$ cat src/hw/cvxif_pkg.sv
// Extension interface widths
package cvxif_pkg;

  // Operand and result width
  localparam int unsigned XLEN = 32;

  // Instruction id carried on issue, commit and result
  localparam int unsigned X_ID_WIDTH = 4;

  // Destination register index
  localparam int unsigned X_RD_WIDTH = 5;

  // Issue queue size
  localparam int unsigned FIFO_DEPTH = 8;
  localparam int unsigned FIFO_PTR_WIDTH = 3;

  // Free-running delay counter that paces results
  localparam int unsigned DELAY_WIDTH = 4;

endpackage

$ cat src/hw/cvxif_instr_pkg.sv
// Custom instruction encodings
package cvxif_instr_pkg;

  // Major opcode shared by all coprocessor instructions
  localparam logic [6:0] OPCODE_CUSTOM3 = 7'h7B;

  // Instruction selection inside custom-3
  localparam logic [2:0] FUNCT3_ADD      = 3'b000;
  localparam logic [2:0] FUNCT3_ADD3     = 3'b001;
  localparam logic [2:0] FUNCT3_ADD_NOWB = 3'b010;

  // Operation carried from decode to the result unit
  typedef enum logic [1:0] {
    OP_ADD      = 2'd0,
    OP_ADD3     = 2'd1,
    OP_ADD_NOWB = 2'd2
  } copro_op_e;

endpackage

$ cat src/hw/instr_decoder.sv
// Custom instruction decoder
`timescale 1ns/1ps

module instr_decoder (
  input  logic                       issue_valid_i,
  input  logic [31:0]                issue_instr_i,
  output logic                       accept_o,
  output logic                       writeback_o,
  output cvxif_instr_pkg::copro_op_e op_o
);

  import cvxif_instr_pkg::*;

  logic [6:0] opcode;
  logic [2:0] funct3;

  assign opcode = issue_instr_i[6:0];
  assign funct3 = issue_instr_i[14:12];

  always_comb begin
    accept_o    = 1'b0;
    writeback_o = 1'b0;
    op_o        = OP_ADD;

    // Only respond to a real offer under custom-3
    if (issue_valid_i && (opcode == OPCODE_CUSTOM3)) begin
      case (funct3)
        FUNCT3_ADD: begin
          accept_o    = 1'b1;
          writeback_o = 1'b1;
          op_o        = OP_ADD;
        end
        FUNCT3_ADD3: begin
          accept_o    = 1'b1;
          writeback_o = 1'b1;
          op_o        = OP_ADD3;
        end
        FUNCT3_ADD_NOWB: begin
          // Sum is still produced, the core just does not write it
          accept_o    = 1'b1;
          writeback_o = 1'b0;
          op_o        = OP_ADD_NOWB;
        end
        default: begin
          accept_o    = 1'b0;
          writeback_o = 1'b0;
          op_o        = OP_ADD;
        end
      endcase
    end
  end

endmodule

$ cat src/hw/issue_fifo.sv
// Fall-through issue queue
`timescale 1ns/1ps

module issue_fifo (
  input  logic                                clk_i,
  input  logic                                rst_n_i,
  input  logic                                clear_i,
  input  logic                                push_i,
  input  logic                                pop_i,
  input  logic [cvxif_pkg::X_ID_WIDTH-1:0]    id_i,
  input  logic [cvxif_pkg::XLEN-1:0]          rs1_i,
  input  logic [cvxif_pkg::XLEN-1:0]          rs2_i,
  input  logic [cvxif_pkg::XLEN-1:0]          rs3_i,
  input  logic [cvxif_pkg::X_RD_WIDTH-1:0]    rd_i,
  input  cvxif_instr_pkg::copro_op_e          op_i,
  input  logic                                wb_i,
  output logic [cvxif_pkg::X_ID_WIDTH-1:0]    id_o,
  output logic [cvxif_pkg::XLEN-1:0]          rs1_o,
  output logic [cvxif_pkg::XLEN-1:0]          rs2_o,
  output logic [cvxif_pkg::XLEN-1:0]          rs3_o,
  output logic [cvxif_pkg::X_RD_WIDTH-1:0]    rd_o,
  output cvxif_instr_pkg::copro_op_e          op_o,
  output logic                                wb_o,
  output logic                                empty_o,
  output logic                                ready_o
);

  import cvxif_pkg::*;
  import cvxif_instr_pkg::*;

  localparam logic [FIFO_PTR_WIDTH:0] DEPTH_CNT = (FIFO_PTR_WIDTH + 1)'(FIFO_DEPTH);

  logic [X_ID_WIDTH-1:0]     id_mem  [FIFO_DEPTH];
  logic [XLEN-1:0]           rs1_mem [FIFO_DEPTH];
  logic [XLEN-1:0]           rs2_mem [FIFO_DEPTH];
  logic [XLEN-1:0]           rs3_mem [FIFO_DEPTH];
  logic [X_RD_WIDTH-1:0]     rd_mem  [FIFO_DEPTH];
  copro_op_e                 op_mem  [FIFO_DEPTH];
  logic                      wb_mem  [FIFO_DEPTH];
  logic [FIFO_PTR_WIDTH-1:0] wr_ptr_q;
  logic [FIFO_PTR_WIDTH-1:0] rd_ptr_q;
  logic [FIFO_PTR_WIDTH:0]   count_q;
  logic [FIFO_PTR_WIDTH:0]   count_d;
  logic                      ready_q;
  logic                      buf_empty;
  logic                      full;
  logic                      push_en;
  logic                      pop_en;

  assign buf_empty = (count_q == '0);
  assign full      = (count_q == DEPTH_CNT);
  assign push_en   = push_i & ~full;
  // An empty queue can still pop the entry that falls through
  assign pop_en    = pop_i & (~buf_empty | push_en);

  always_comb begin
    count_d = count_q;
    if (push_en && !pop_en) begin
      count_d = count_q + 1'b1;
    end else if (!push_en && pop_en) begin
      count_d = count_q - 1'b1;
    end
  end

  always_ff @(posedge clk_i or negedge rst_n_i) begin
    if (!rst_n_i) begin
      wr_ptr_q <= '0;
      rd_ptr_q <= '0;
      count_q  <= '0;
      ready_q  <= 1'b1;
    end else if (clear_i) begin
      wr_ptr_q <= '0;
      rd_ptr_q <= '0;
      count_q  <= '0;
      ready_q  <= 1'b1;
    end else begin
      if (push_en) begin
        wr_ptr_q <= wr_ptr_q + 1'b1;
      end
      if (pop_en) begin
        rd_ptr_q <= rd_ptr_q + 1'b1;
      end
      count_q <= count_d;
      // Look ahead one cycle so an accepted push always finds room
      ready_q <= (count_d < DEPTH_CNT);
    end
  end

  always_ff @(posedge clk_i) begin
    if (push_en) begin
      id_mem[wr_ptr_q]  <= id_i;
      rs1_mem[wr_ptr_q] <= rs1_i;
      rs2_mem[wr_ptr_q] <= rs2_i;
      rs3_mem[wr_ptr_q] <= rs3_i;
      rd_mem[wr_ptr_q]  <= rd_i;
      op_mem[wr_ptr_q]  <= op_i;
      wb_mem[wr_ptr_q]  <= wb_i;
    end
  end

  // Head comes straight from the push side while the buffer is empty
  always_comb begin
    if (buf_empty) begin
      id_o  = id_i;
      rs1_o = rs1_i;
      rs2_o = rs2_i;
      rs3_o = rs3_i;
      rd_o  = rd_i;
      op_o  = op_i;
      wb_o  = wb_i;
    end else begin
      id_o  = id_mem[rd_ptr_q];
      rs1_o = rs1_mem[rd_ptr_q];
      rs2_o = rs2_mem[rd_ptr_q];
      rs3_o = rs3_mem[rd_ptr_q];
      rd_o  = rd_mem[rd_ptr_q];
      op_o  = op_mem[rd_ptr_q];
      wb_o  = wb_mem[rd_ptr_q];
    end
  end

  assign empty_o = buf_empty & ~push_en;
  assign ready_o = ready_q;

endmodule

$ cat src/hw/result_unit.sv
// Result computation and offer
`timescale 1ns/1ps

module result_unit (
  input  logic                              clk_i,
  input  logic                              rst_n_i,
  input  logic                              clear_i,
  input  logic                              head_valid_i,
  input  logic [cvxif_pkg::X_ID_WIDTH-1:0]  head_id_i,
  input  logic [cvxif_pkg::XLEN-1:0]        head_rs1_i,
  input  logic [cvxif_pkg::XLEN-1:0]        head_rs2_i,
  input  logic [cvxif_pkg::XLEN-1:0]        head_rs3_i,
  input  logic [cvxif_pkg::X_RD_WIDTH-1:0]  head_rd_i,
  input  cvxif_instr_pkg::copro_op_e        head_op_i,
  input  logic                              head_wb_i,
  input  logic                              commit_valid_i,
  input  logic                              commit_kill_i,
  input  logic                              result_ready_i,
  output logic                              pop_o,
  output logic                              result_valid_o,
  output logic [cvxif_pkg::X_ID_WIDTH-1:0]  result_id_o,
  output logic [cvxif_pkg::XLEN-1:0]        result_data_o,
  output logic [cvxif_pkg::X_RD_WIDTH-1:0]  result_rd_o,
  output logic                              result_we_o
);

  import cvxif_pkg::*;
  import cvxif_instr_pkg::*;

  typedef enum logic {
    WAIT,
    OFFER
  } state_e;

  state_e                 state_q;
  state_e                 state_d;
  logic [XLEN-1:0]        sum;
  logic [DELAY_WIDTH-1:0] delay_q;
  logic                   kill;
  logic                   match;
  logic                   delivered;
  logic [X_ID_WIDTH-1:0]  id_q;
  logic [XLEN-1:0]        data_q;
  logic [X_RD_WIDTH-1:0]  rd_q;
  logic                   we_q;

  assign kill      = commit_valid_i & commit_kill_i;
  assign sum       = head_rs1_i + head_rs2_i + ((head_op_i == OP_ADD3) ? head_rs3_i : '0);
  assign match     = head_valid_i & (delay_q == sum[DELAY_WIDTH-1:0]);
  assign delivered = (state_q == OFFER) & result_ready_i;

  // One pop per cycle, a kill and a delivery both retire the head
  assign pop_o = kill | delivered;

  always_comb begin
    state_d = state_q;
    case (state_q)
      WAIT: begin
        if (match && !kill) begin
          state_d = OFFER;
        end
      end
      OFFER: begin
        if (kill || result_ready_i) begin
          state_d = WAIT;
        end
      end
      default: state_d = WAIT;
    endcase
  end

  always_ff @(posedge clk_i or negedge rst_n_i) begin
    if (!rst_n_i) begin
      state_q <= WAIT;
      delay_q <= '0;
    end else if (clear_i) begin
      state_q <= WAIT;
      delay_q <= '0;
    end else begin
      state_q <= state_d;
      // A committed instruction restarts the delay
      if (commit_valid_i && !commit_kill_i) begin
        delay_q <= '0;
      end else begin
        delay_q <= delay_q + 1'b1;
      end
    end
  end

  // Offer fields are captured once and held until taken
  always_ff @(posedge clk_i) begin
    if ((state_q == WAIT) && match) begin
      id_q   <= head_id_i;
      data_q <= sum;
      rd_q   <= head_rd_i;
      we_q   <= head_wb_i;
    end
  end

  assign result_valid_o = (state_q == OFFER);
  assign result_id_o    = id_q;
  assign result_data_o  = data_q;
  assign result_rd_o    = rd_q;
  assign result_we_o    = we_q;

endmodule

$ cat src/hw/cvxif_coprocessor.sv
// Example extension coprocessor
`timescale 1ns/1ps

module cvxif_coprocessor (
  input  logic                              clk_i,
  input  logic                              rst_n_i,
  input  logic                              clear_i,
  // Issue channel
  input  logic                              issue_valid_i,
  input  logic [31:0]                       issue_instr_i,
  input  logic [cvxif_pkg::X_ID_WIDTH-1:0]  issue_id_i,
  input  logic [cvxif_pkg::XLEN-1:0]        issue_rs1_i,
  input  logic [cvxif_pkg::XLEN-1:0]        issue_rs2_i,
  input  logic [cvxif_pkg::XLEN-1:0]        issue_rs3_i,
  output logic                              issue_ready_o,
  output logic                              issue_accept_o,
  output logic                              issue_writeback_o,
  // Commit channel
  input  logic                              commit_valid_i,
  input  logic [cvxif_pkg::X_ID_WIDTH-1:0]  commit_id_i,
  input  logic                              commit_kill_i,
  // Result channel
  output logic                              result_valid_o,
  input  logic                              result_ready_i,
  output logic [cvxif_pkg::X_ID_WIDTH-1:0]  result_id_o,
  output logic [cvxif_pkg::XLEN-1:0]        result_data_o,
  output logic [cvxif_pkg::X_RD_WIDTH-1:0]  result_rd_o,
  output logic                              result_we_o
);

  import cvxif_pkg::*;
  import cvxif_instr_pkg::*;

  logic                  dec_accept;
  logic                  dec_writeback;
  copro_op_e             dec_op;
  logic                  push;
  logic                  pop;
  logic                  fifo_empty;
  logic [X_RD_WIDTH-1:0] issue_rd;
  logic [X_ID_WIDTH-1:0] head_id;
  logic [XLEN-1:0]       head_rs1;
  logic [XLEN-1:0]       head_rs2;
  logic [XLEN-1:0]       head_rs3;
  logic [X_RD_WIDTH-1:0] head_rd;
  copro_op_e             head_op;
  logic                  head_wb;
  logic                  commit_kill_head;

  instr_decoder u_decoder (
    .issue_valid_i (issue_valid_i),
    .issue_instr_i (issue_instr_i),
    .accept_o      (dec_accept),
    .writeback_o   (dec_writeback),
    .op_o          (dec_op)
  );

  assign issue_accept_o    = dec_accept;
  assign issue_writeback_o = dec_writeback;

  // Rejected offers are taken and dropped, only accepted ones are queued
  assign push     = issue_valid_i & issue_ready_o & dec_accept;
  assign issue_rd = issue_instr_i[11:7];

  issue_fifo u_fifo (
    .clk_i   (clk_i),
    .rst_n_i (rst_n_i),
    .clear_i (clear_i),
    .push_i  (push),
    .pop_i   (pop),
    .id_i    (issue_id_i),
    .rs1_i   (issue_rs1_i),
    .rs2_i   (issue_rs2_i),
    .rs3_i   (issue_rs3_i),
    .rd_i    (issue_rd),
    .op_i    (dec_op),
    .wb_i    (dec_writeback),
    .id_o    (head_id),
    .rs1_o   (head_rs1),
    .rs2_o   (head_rs2),
    .rs3_o   (head_rs3),
    .rd_o    (head_rd),
    .op_o    (head_op),
    .wb_o    (head_wb),
    .empty_o (fifo_empty),
    .ready_o (issue_ready_o)
  );

  // Commits always target the head, a kill must name its id
  assign commit_kill_head = commit_kill_i & (commit_id_i == head_id);

  result_unit u_result (
    .clk_i          (clk_i),
    .rst_n_i        (rst_n_i),
    .clear_i        (clear_i),
    .head_valid_i   (~fifo_empty),
    .head_id_i      (head_id),
    .head_rs1_i     (head_rs1),
    .head_rs2_i     (head_rs2),
    .head_rs3_i     (head_rs3),
    .head_rd_i      (head_rd),
    .head_op_i      (head_op),
    .head_wb_i      (head_wb),
    .commit_valid_i (commit_valid_i),
    .commit_kill_i  (commit_kill_head),
    .result_ready_i (result_ready_i),
    .pop_o          (pop),
    .result_valid_o (result_valid_o),
    .result_id_o    (result_id_o),
    .result_data_o  (result_data_o),
    .result_rd_o    (result_rd_o),
    .result_we_o    (result_we_o)
  );

endmodule

$ cat config.mk
export PLATFORM = sky130hd
export DESIGN_NAME = cvxif_coprocessor
export DESIGN_NICKNAME = d
export VERILOG_FILES = /design/src/hw/cvxif_pkg.sv /design/src/hw/cvxif_instr_pkg.sv /design/src/hw/instr_decoder.sv /design/src/hw/issue_fifo.sv /design/src/hw/result_unit.sv /design/src/hw/cvxif_coprocessor.sv
export SDC_FILE = /design/constraint.sdc
export NUM_CORES = 1
export LEC_CHECK = 0
export BUFFER_PORTS_ARGS = -buffer_cell sky130_fd_sc_hd__buf_2
export CAP_MARGIN = 20
export CORE_MARGIN = 2
export CORE_UTILIZATION = 50
export CTS_BUF_LIST = sky130_fd_sc_hd__clkbuf_8
export CTS_CLUSTER_SIZE = 40
export DETAILED_ROUTE_END_ITERATION = 7
export GPL_TIMING_DRIVEN = 0
export PLACE_DENSITY = 0.67
export SETUP_SLACK_MARGIN = 0.05
export SLEW_MARGIN = 20
export SYNTH_ARGS = -nofsm -noshare
export SYNTH_HDL_FRONTEND = slang
export SYNTH_HIERARCHICAL = 1
export SYNTH_SLANG_ARGS = --single-unit
$ cat constraint.sdc
create_clock -name clk_i -period 23.8 [get_ports clk_i]
set_input_delay 1.19 -clock clk_i [delete_from_list [all_inputs] [get_ports clk_i]]
set_output_delay 1.19 -clock clk_i [all_outputs]
set_load 0.01 [all_outputs]
==> results of run 1 <==
==> critical path: cells and delay by family (launching register included) <==
| family | cells | cell delay (ns) |
|---|---|---|
| simple gates | 9 | 2.11 |
| buf+inv | 6 | 1.60 |
| fa+ha+maj | 4 | 1.42 |
| xor+xnor | 2 | 0.67 |
| flops | 1 | 0.42 |
==> stage by stage <==
stage                     utilization (%)  power (uW)  hold WS [ns]  area [sq um]  setup WS, ns
final                               58.33        3576        0.3061         45030         17.27
after global routing                58.32        3719        0.2959         45030         17.03
after CTS                           58.29        3594        0.2496         45010         17.26
after detailed placement            54.83        2361        0.5180         42330         16.62
after global placement              53.18        2355        0.4845         41060         4.994
after floorplan                         -        2176        0.4694         38900         12.95
==> state kept, by name, indices dropped and copies added, names as in the netlist <==
name	cells
u_fifo/ready_o	1
u_fifo/wb_mem	8
u_fifo/rd_ptr_q	3
u_result/result_valid_o	1
u_result/result_data_o	32
u_fifo/wr_ptr_q	3
u_result/delay_q	4
u_result/result_rd_o	5
u_fifo/op_mem	16
u_fifo/rs3_mem	256
u_fifo/rs1_mem	256
u_result/result_we_o	1
u_fifo/rd_mem	40
u_fifo/rs2_mem	256
u_fifo/count_q	4
u_fifo/id_mem	32
u_result/result_id_o	4
==> synthesized netlist by cell type, types with 3 or more instances <==
library cell	count	area, sq um
edfxtp_1	906	27210
mux2i_1	436	4364
nand2_1	254	953.4
a22oi_1	216	1622
nand3_1	122	610.6
clkbuf_1	59	221.5
buf_2	57	285.3
nor2_1	42	157.7
a21oi_1	37	185.2
ha_1	35	437.9
and2_1	32	200.2
fa_1	32	640.6
o21ai_0	26	130.1
xnor2_1	24	210.2
inv_1	19	71.32
xor2_1	16	140.1
dfrtp_1	15	375.4
buf_4	11	82.58
nor3_1	11	55.05
buf_1	8	30.03
o211ai_1	8	60.06
nand2b_1	7	43.79
nand4_1	7	43.79
a211oi_1	6	45.04
a21o_1	6	45.04
nor2b_1	6	37.54
a31oi_1	4	25.02
nor4_1	4	25.02
or3_1	4	25.02
and3_1	3	18.77
and4_1	3	26.28
o2111ai_1	3	26.28
o41ai_1	3	26.28
==> cell type report <==
cell class	count	area, sq um
Fill cell	5925	32180
Sequential cell	922	27610
Multi-Input combinational cell	1388	10660
Clock buffer	161	2216
Timing Repair Buffer	243	2052
Tap cell	1040	1301
Buffer	137	641.9
Clock inverter	102	457.9
Inverter	19	71.32
Antenna cell	9	22.52
==> worst paths after layout <==
| kind | endpoint | slack, ns |
|---|---|---|
| max in group asynchronous | u_fifo/ready_o | 23.18 |
| max | u_result/result_data_o[11] | 17.27 |
| max reg2reg | u_result/result_data_o[11] | 17.27 |
| min | u_result/delay_q[0] | 0.31 |
| min reg2reg | u_result/delay_q[0] | 0.53 |
| min in group clk_i | u_result/delay_q[0] | 0.53 |
==> power by group through the flow <==
| stage | combinational, uW | sequential (uW) | clock, uW |
|---|---|---|---|
| finish | 531 | 1810 | 1240 |
| global route | 578 | 1810 | 1330 |
| CTS | 524 | 1810 | 1260 |
| detailed placement | 519 | 1840 | 0 |
| global placement | 513 | 1840 | 0 |
| floorplan | 333 | 1840 | 0 |
==> cells in the final DEF, fill, tap and decap left out, types with 8 or more instances in the layout <==
cell type  count
edfxtp_1     906
mux2i_1      436
nand2_1      254
buf_2        228
a22oi_1      216
clkbuf_8     161
nand3_1      122
inv_1         82
clkbuf_1      59
buf_4         39
a21oi_1       37
nor2_1        35
ha_1          35
and2_1        32
fa_1          32
o21ai_0       26
xnor2_1       24
clkinv_1      21
buf_16        21
buf_12        17
xor2_1        16
dfrtp_1       15
diode_2        9
clkinv_2       9
nor3_1         9
buf_1          8
buf_6          8
o211ai_1       8
==> metal layers <==
| layer | GRT usage (%) | part of all wire (%) |
|---|---|---|
| met5 | 0 | 0.10 |
| met4 | 11.64 | 3.9 |
| met3 | 5.459 | 7.4 |
| met2 | 42.43 | 48 |
| met1 | 34.41 | 40 |
==> cells by family (layout without fill, tap and decap cells) <==
logic type	count (synthesis)	after routing	share of synthesized area, %
AOI/OAI and AO/OA	335	335	6.249
xor gates and xnor gates	40	40	0.9005
adders and majority gates	67	67	2.772
buffers and inverters	156	662	1.833
DFF	922	922	70.96
muxes	438	438	11.28
other	0	9	0
and+or+nand+nor	508	508	6.005
==> run summary, run 1 <==
Status - complete, no violations
Post-CTS Hold Buffers - 0
Final Hold Fails - 0
Sequential cell area fraction in the yosys report - 70.96%
Starting Density - 50.39%
Core Area - 0.07721 sq mm
Post-Layout Cell Count - 4021
TritonCTS Buffers - 150
WP data arrival - 7.02 ns
Mapped cell area - 0.03890 sq mm
DR WL/cell - 26.34 microns
First-pass GRT wire length - 153.9 mm
FF-to-FF Start - u_fifo/count_q[0]
Post-placement cell count - 3749
# Post-CTS Setup Buffers - 0
Worst min-delay path class - primary input to async pin
Post-Synthesis Cells - 2466
Sw Share - 26.90%
Top FF cell, synth - edfxtp_1
CP peak stage delay - 0.62 ns
Hpwl dp - 72.20 mm
Drt initial violations - 2256
Post-Syn Nets - 2676
Req. time, crit path - 24.29 ns
Drt pass-1 iters - 5
Clock skew - 0.03369 ns
GRT overflow - 0
Worst-path cell chain - inv_1 -> ha_1 -> nor2b_2 -> nor2b_1 -> buf_2 -> buf_2 -> nand2_1 -> nand2_1 -> nor2b_1 -> clkbuf_1 -> nand2_1 -> fa_1 -> inv_1 -> ha_1 -> fa_1 -> xor2_1 -> xor2_1 -> nor3_1 -> nand3_1 -> nor2_4 -> buf_12
DRC violations left - 0
Post-CTS sizing - 0
Root Buffer - clkbuf_8
Clock input transition at the sequential cells of the worst setup and hold paths - 0.06 ns
RSZ-0062 raised after global routing - false
Least-Margin Pin Slew - 0.9076 ns
Layout cell share with drive strength beyond 1 - 17.53%
Number of synthesized register bits - 922
Worst skew pair latency - 0.80 ns
Vias in the first global route - 23720
Initial antenna violation count - 19
Leakage Power - 0.01518 uW
Num ports - 189
Via-per-instance ratio - 5.835
Layout area overhead - 15.76%
Syn_area_per_cell - 15.78 sq um
Startpoint Class - flop
EDFF count, synth - 906
CTS tree - done
Final Cycle Share - 27.43%
Nets - 3071
CTS Sinks - 922
P_sw - 961.9 uW
Drt total wl - 105.9 mm
CTS H-Tree Depth - 4
Comb power frac - 14.9%
Distinct cells, synth - 70
Largest net degree at the start of global routing - 25
Chip height - 282.9 microns
Maxcap violations - 0
Max VDD drop - 0.03959 mV
Pwr per Cell Area - 79.42 mW/mm^2
CP max stage cell - nor2_4
Antenna Nets Post-Route - 0
Worst setup EP type - flop
Final setup fails - 0
GRT Util Overall - 26.23%
Critical path class - flop to flop
Critical path origin - u_fifo/count_q[0]
Ys async rst share - 1.735%
Clock power frac - 34.6%
Clk buf depth - 3
Share of power burned in registers - 50.6%
Max Fclk - 0.1532 GHz
Fin Setup TNS - 0 ns
Via Count - 23460
Final Max Tran Viols - 0
Die Wd - 282.9 microns
Tmin final - 6.529 ns
Total die area - 0.08006 sq mm
Yosys Warn Count - 6
R2R cell count - 21
Crit Path Max Fanout - 24
Slew margin rel. - 39.49%
Internal power - 2615 uW
# port buffers - 171
Routability cong. - 0.9070
Site row count - 102
Most used cell, CP - nand2_1
Note: power is estimated with default switching activity, not from simulation.
==> run 2: changes to the inputs <==
==> constraint.sdc (replaced) <==
create_clock -name clk_i -period 6.1 [get_ports clk_i]
set_input_delay 0.305 -clock clk_i [delete_from_list [all_inputs] [get_ports clk_i]]
set_output_delay 0.305 -clock clk_i [all_outputs]
set_load 0.01 [all_outputs]
==> run 2 against run 1 <==
Compared with the run above:
- combinational power grew to 4.0 times the previous value
- power grew to 3.9 times the previous value
- utilization grew 1.6 points
- critical path type unchanged
- critical endpoint is now u_result/result_data_o[19]
- largest cell class unchanged
==> run summary, run 2 (synthesized netlist as in run 1, its figures left out) <==
R2R cell count - 20
DRC violations left - 0
RSZ-0062 raised after global routing - false
Max Fclk - 0.1726 GHz
Worst min-delay path class - primary input to flop
Max VDD drop - 0.1493 mV
Antenna Nets Post-Route - 0
Final Cycle Share - 94.98%
Clock skew - 0.03508 ns
Hpwl dp - 71.27 mm
Num ports - 189
CTS H-Tree Depth - 4
Core Area - 0.07721 sq mm
Largest registers - u_fifo/rs1_mem x256, u_fifo/rs2_mem x256, u_fifo/rs3_mem x256
CTS tree - done
Layout area overhead - 18.87%
GRT overflow - 0
Least-Margin Pin Slew - 1.025 ns
GR Layer Usage met3 - 5.604%
Routability cong. - 0.8954
Worst hold path stage count - 3
Maxcap violations - 0
CTS Sinks - 922
Hold_ws - 0.05806 ns
Most frequent cells in the layout - edfxtp_1 (906), mux2i_1 (436), nand2_1 (254)
Startpoint Class - flop
Via-per-instance ratio - 5.802
DR WL/cell - 25.62 microns
Worst setup EP type - flop
Slew margin rel. - 31.69%
# port buffers - 171
Layout cell share with drive strength beyond 1 - 16.92%
Site row count - 102
Die Wd - 282.9 microns
Clk buf depth - 3
Pwr per Cell Area - 304.7 mW/mm^2
Nets - 3176
Most common cell after layout, fill and taps aside - edfxtp_1
Status - complete, no violations
Busiest grt layer - met2
Via Count - 23930
Clock input transition at the sequential cells of the worst setup and hold paths - 0.06 ns
First-pass GRT wire length - 154.3 mm
Leakage Power - 0.01557 uW
Drt initial violations - 2192
Starting Density - 50.39%
Grt met1 use - 34.68%
WP data arrival - 6.28 ns
Crit Path Max Fanout - 17
Drt pass-1 iters - 7
TritonCTS Buffers - 150
Critical path class - flop to flop
Req. time, crit path - 6.59 ns
Worst skew pair latency - 0.82 ns
Final Max Tran Viols - 0
Met2 usage - 42.48%
Vias in the first global route - 24010
Final Hold Fails - 0
Initial antenna violation count - 7
GRT Util Overall - 26.20%
Tmin final - 5.794 ns
Root Buffer - clkbuf_8
Largest net degree at the start of global routing - 22
Drt total wl - 105.7 mm
Total die area - 0.08006 sq mm
Fin Setup TNS - 0 ns
Final setup fails - 0
Chip height - 282.9 microns
## run 2: through the flow
stage,cells,utilization (%),power [uW],area (sq um),setup slack (ns)
2_1_floorplan,2466,-,8490,38910,-0.9592
3_3_place_gp,3677,53.19,9191,41070,-5.931
3_5_place_dp,3736,54.80,9213,42310,-0.3473
4_1_cts,4120,59.86,14150,46220,0.09177
5_1_grt,4122,59.88,14650,46240,0.09521
6_report,4125,59.89,14090,46250,0.3062
## run 2: routing by layer
metal	vias to the layer above	routed length, microns	part of all wire, %
li1	10590	-	-
met1	12110	43210	41
met2	1033	50820	48
met3	192	8156	7.7
met4	6	3459	3.3
met5	-	34	0.032
## run 2: where the power goes
part	switching (uW)	internal [uW]	leakage (uW)
logic	1400	749	0.00569
registers	9.92	7050	0.00834
clock network	2410	2470	0.00154
## run 2: cell type report
class                           count  area [sq um]
Antenna cell                        5         12.51
Buffer                            137         646.9
Clock buffer                      153          2106
Clock inverter                    113         613.1
Fill cell                        5849         30970
Inverter                           19         71.32
Multi-Input combinational cell   1388         10690
Sequential cell                   922         27610
Tap cell                         1040          1301
Timing Repair Buffer              348          3196
## run 2: final timing paths
check | start | end | slack, ns
setup / recovery | u_fifo/rd_ptr_q[1] | u_result/result_data_o[19] | 0.31
setup reg to reg | u_fifo/rd_ptr_q[1] | u_result/result_data_o[19] | 0.31
min in group asynchronous | rst_n_i | u_fifo/ready_o | 0.55
max in group asynchronous | rst_n_i | u_fifo/wr_ptr_q[2] | 4.42
hold / removal | issue_instr_i[2] | u_fifo/op_mem[7][0] | 0.06
hold reg to reg | u_result/delay_q[0] | u_result/delay_q[0] | 0.53
## run 2: worst max-delay path, stage by stage, from the launching register on
cell and delay (ns):
dfrtp_1 0.47, nor2b_1 0.17, buf_2 0.46, buf_1 0.64
a22oi_1 0.20, nand3_1 0.13, nand2_1 0.08, nor2b_2 0.26
clkbuf_2 0.28, nand2_1 0.10, fa_1 0.48, inv_1 0.04
ha_1 0.21, fa_1 0.49, xor2_2 0.36, xor2_1 0.13
nor3_1 0.23, nand3_1 0.18, nor2_4 0.19, buf_16 0.18
buf_16 0.18
## run 2: repair_timing
action | CTS | global route
buffers inserted | 1 | 0
endpoints found under the setup margin | 42 | 48
gates resized for setup | 2 | 6
pin swaps | 1 | 0
hold buffers | 117 | 0
hold endpoints to repair | 897 | 0
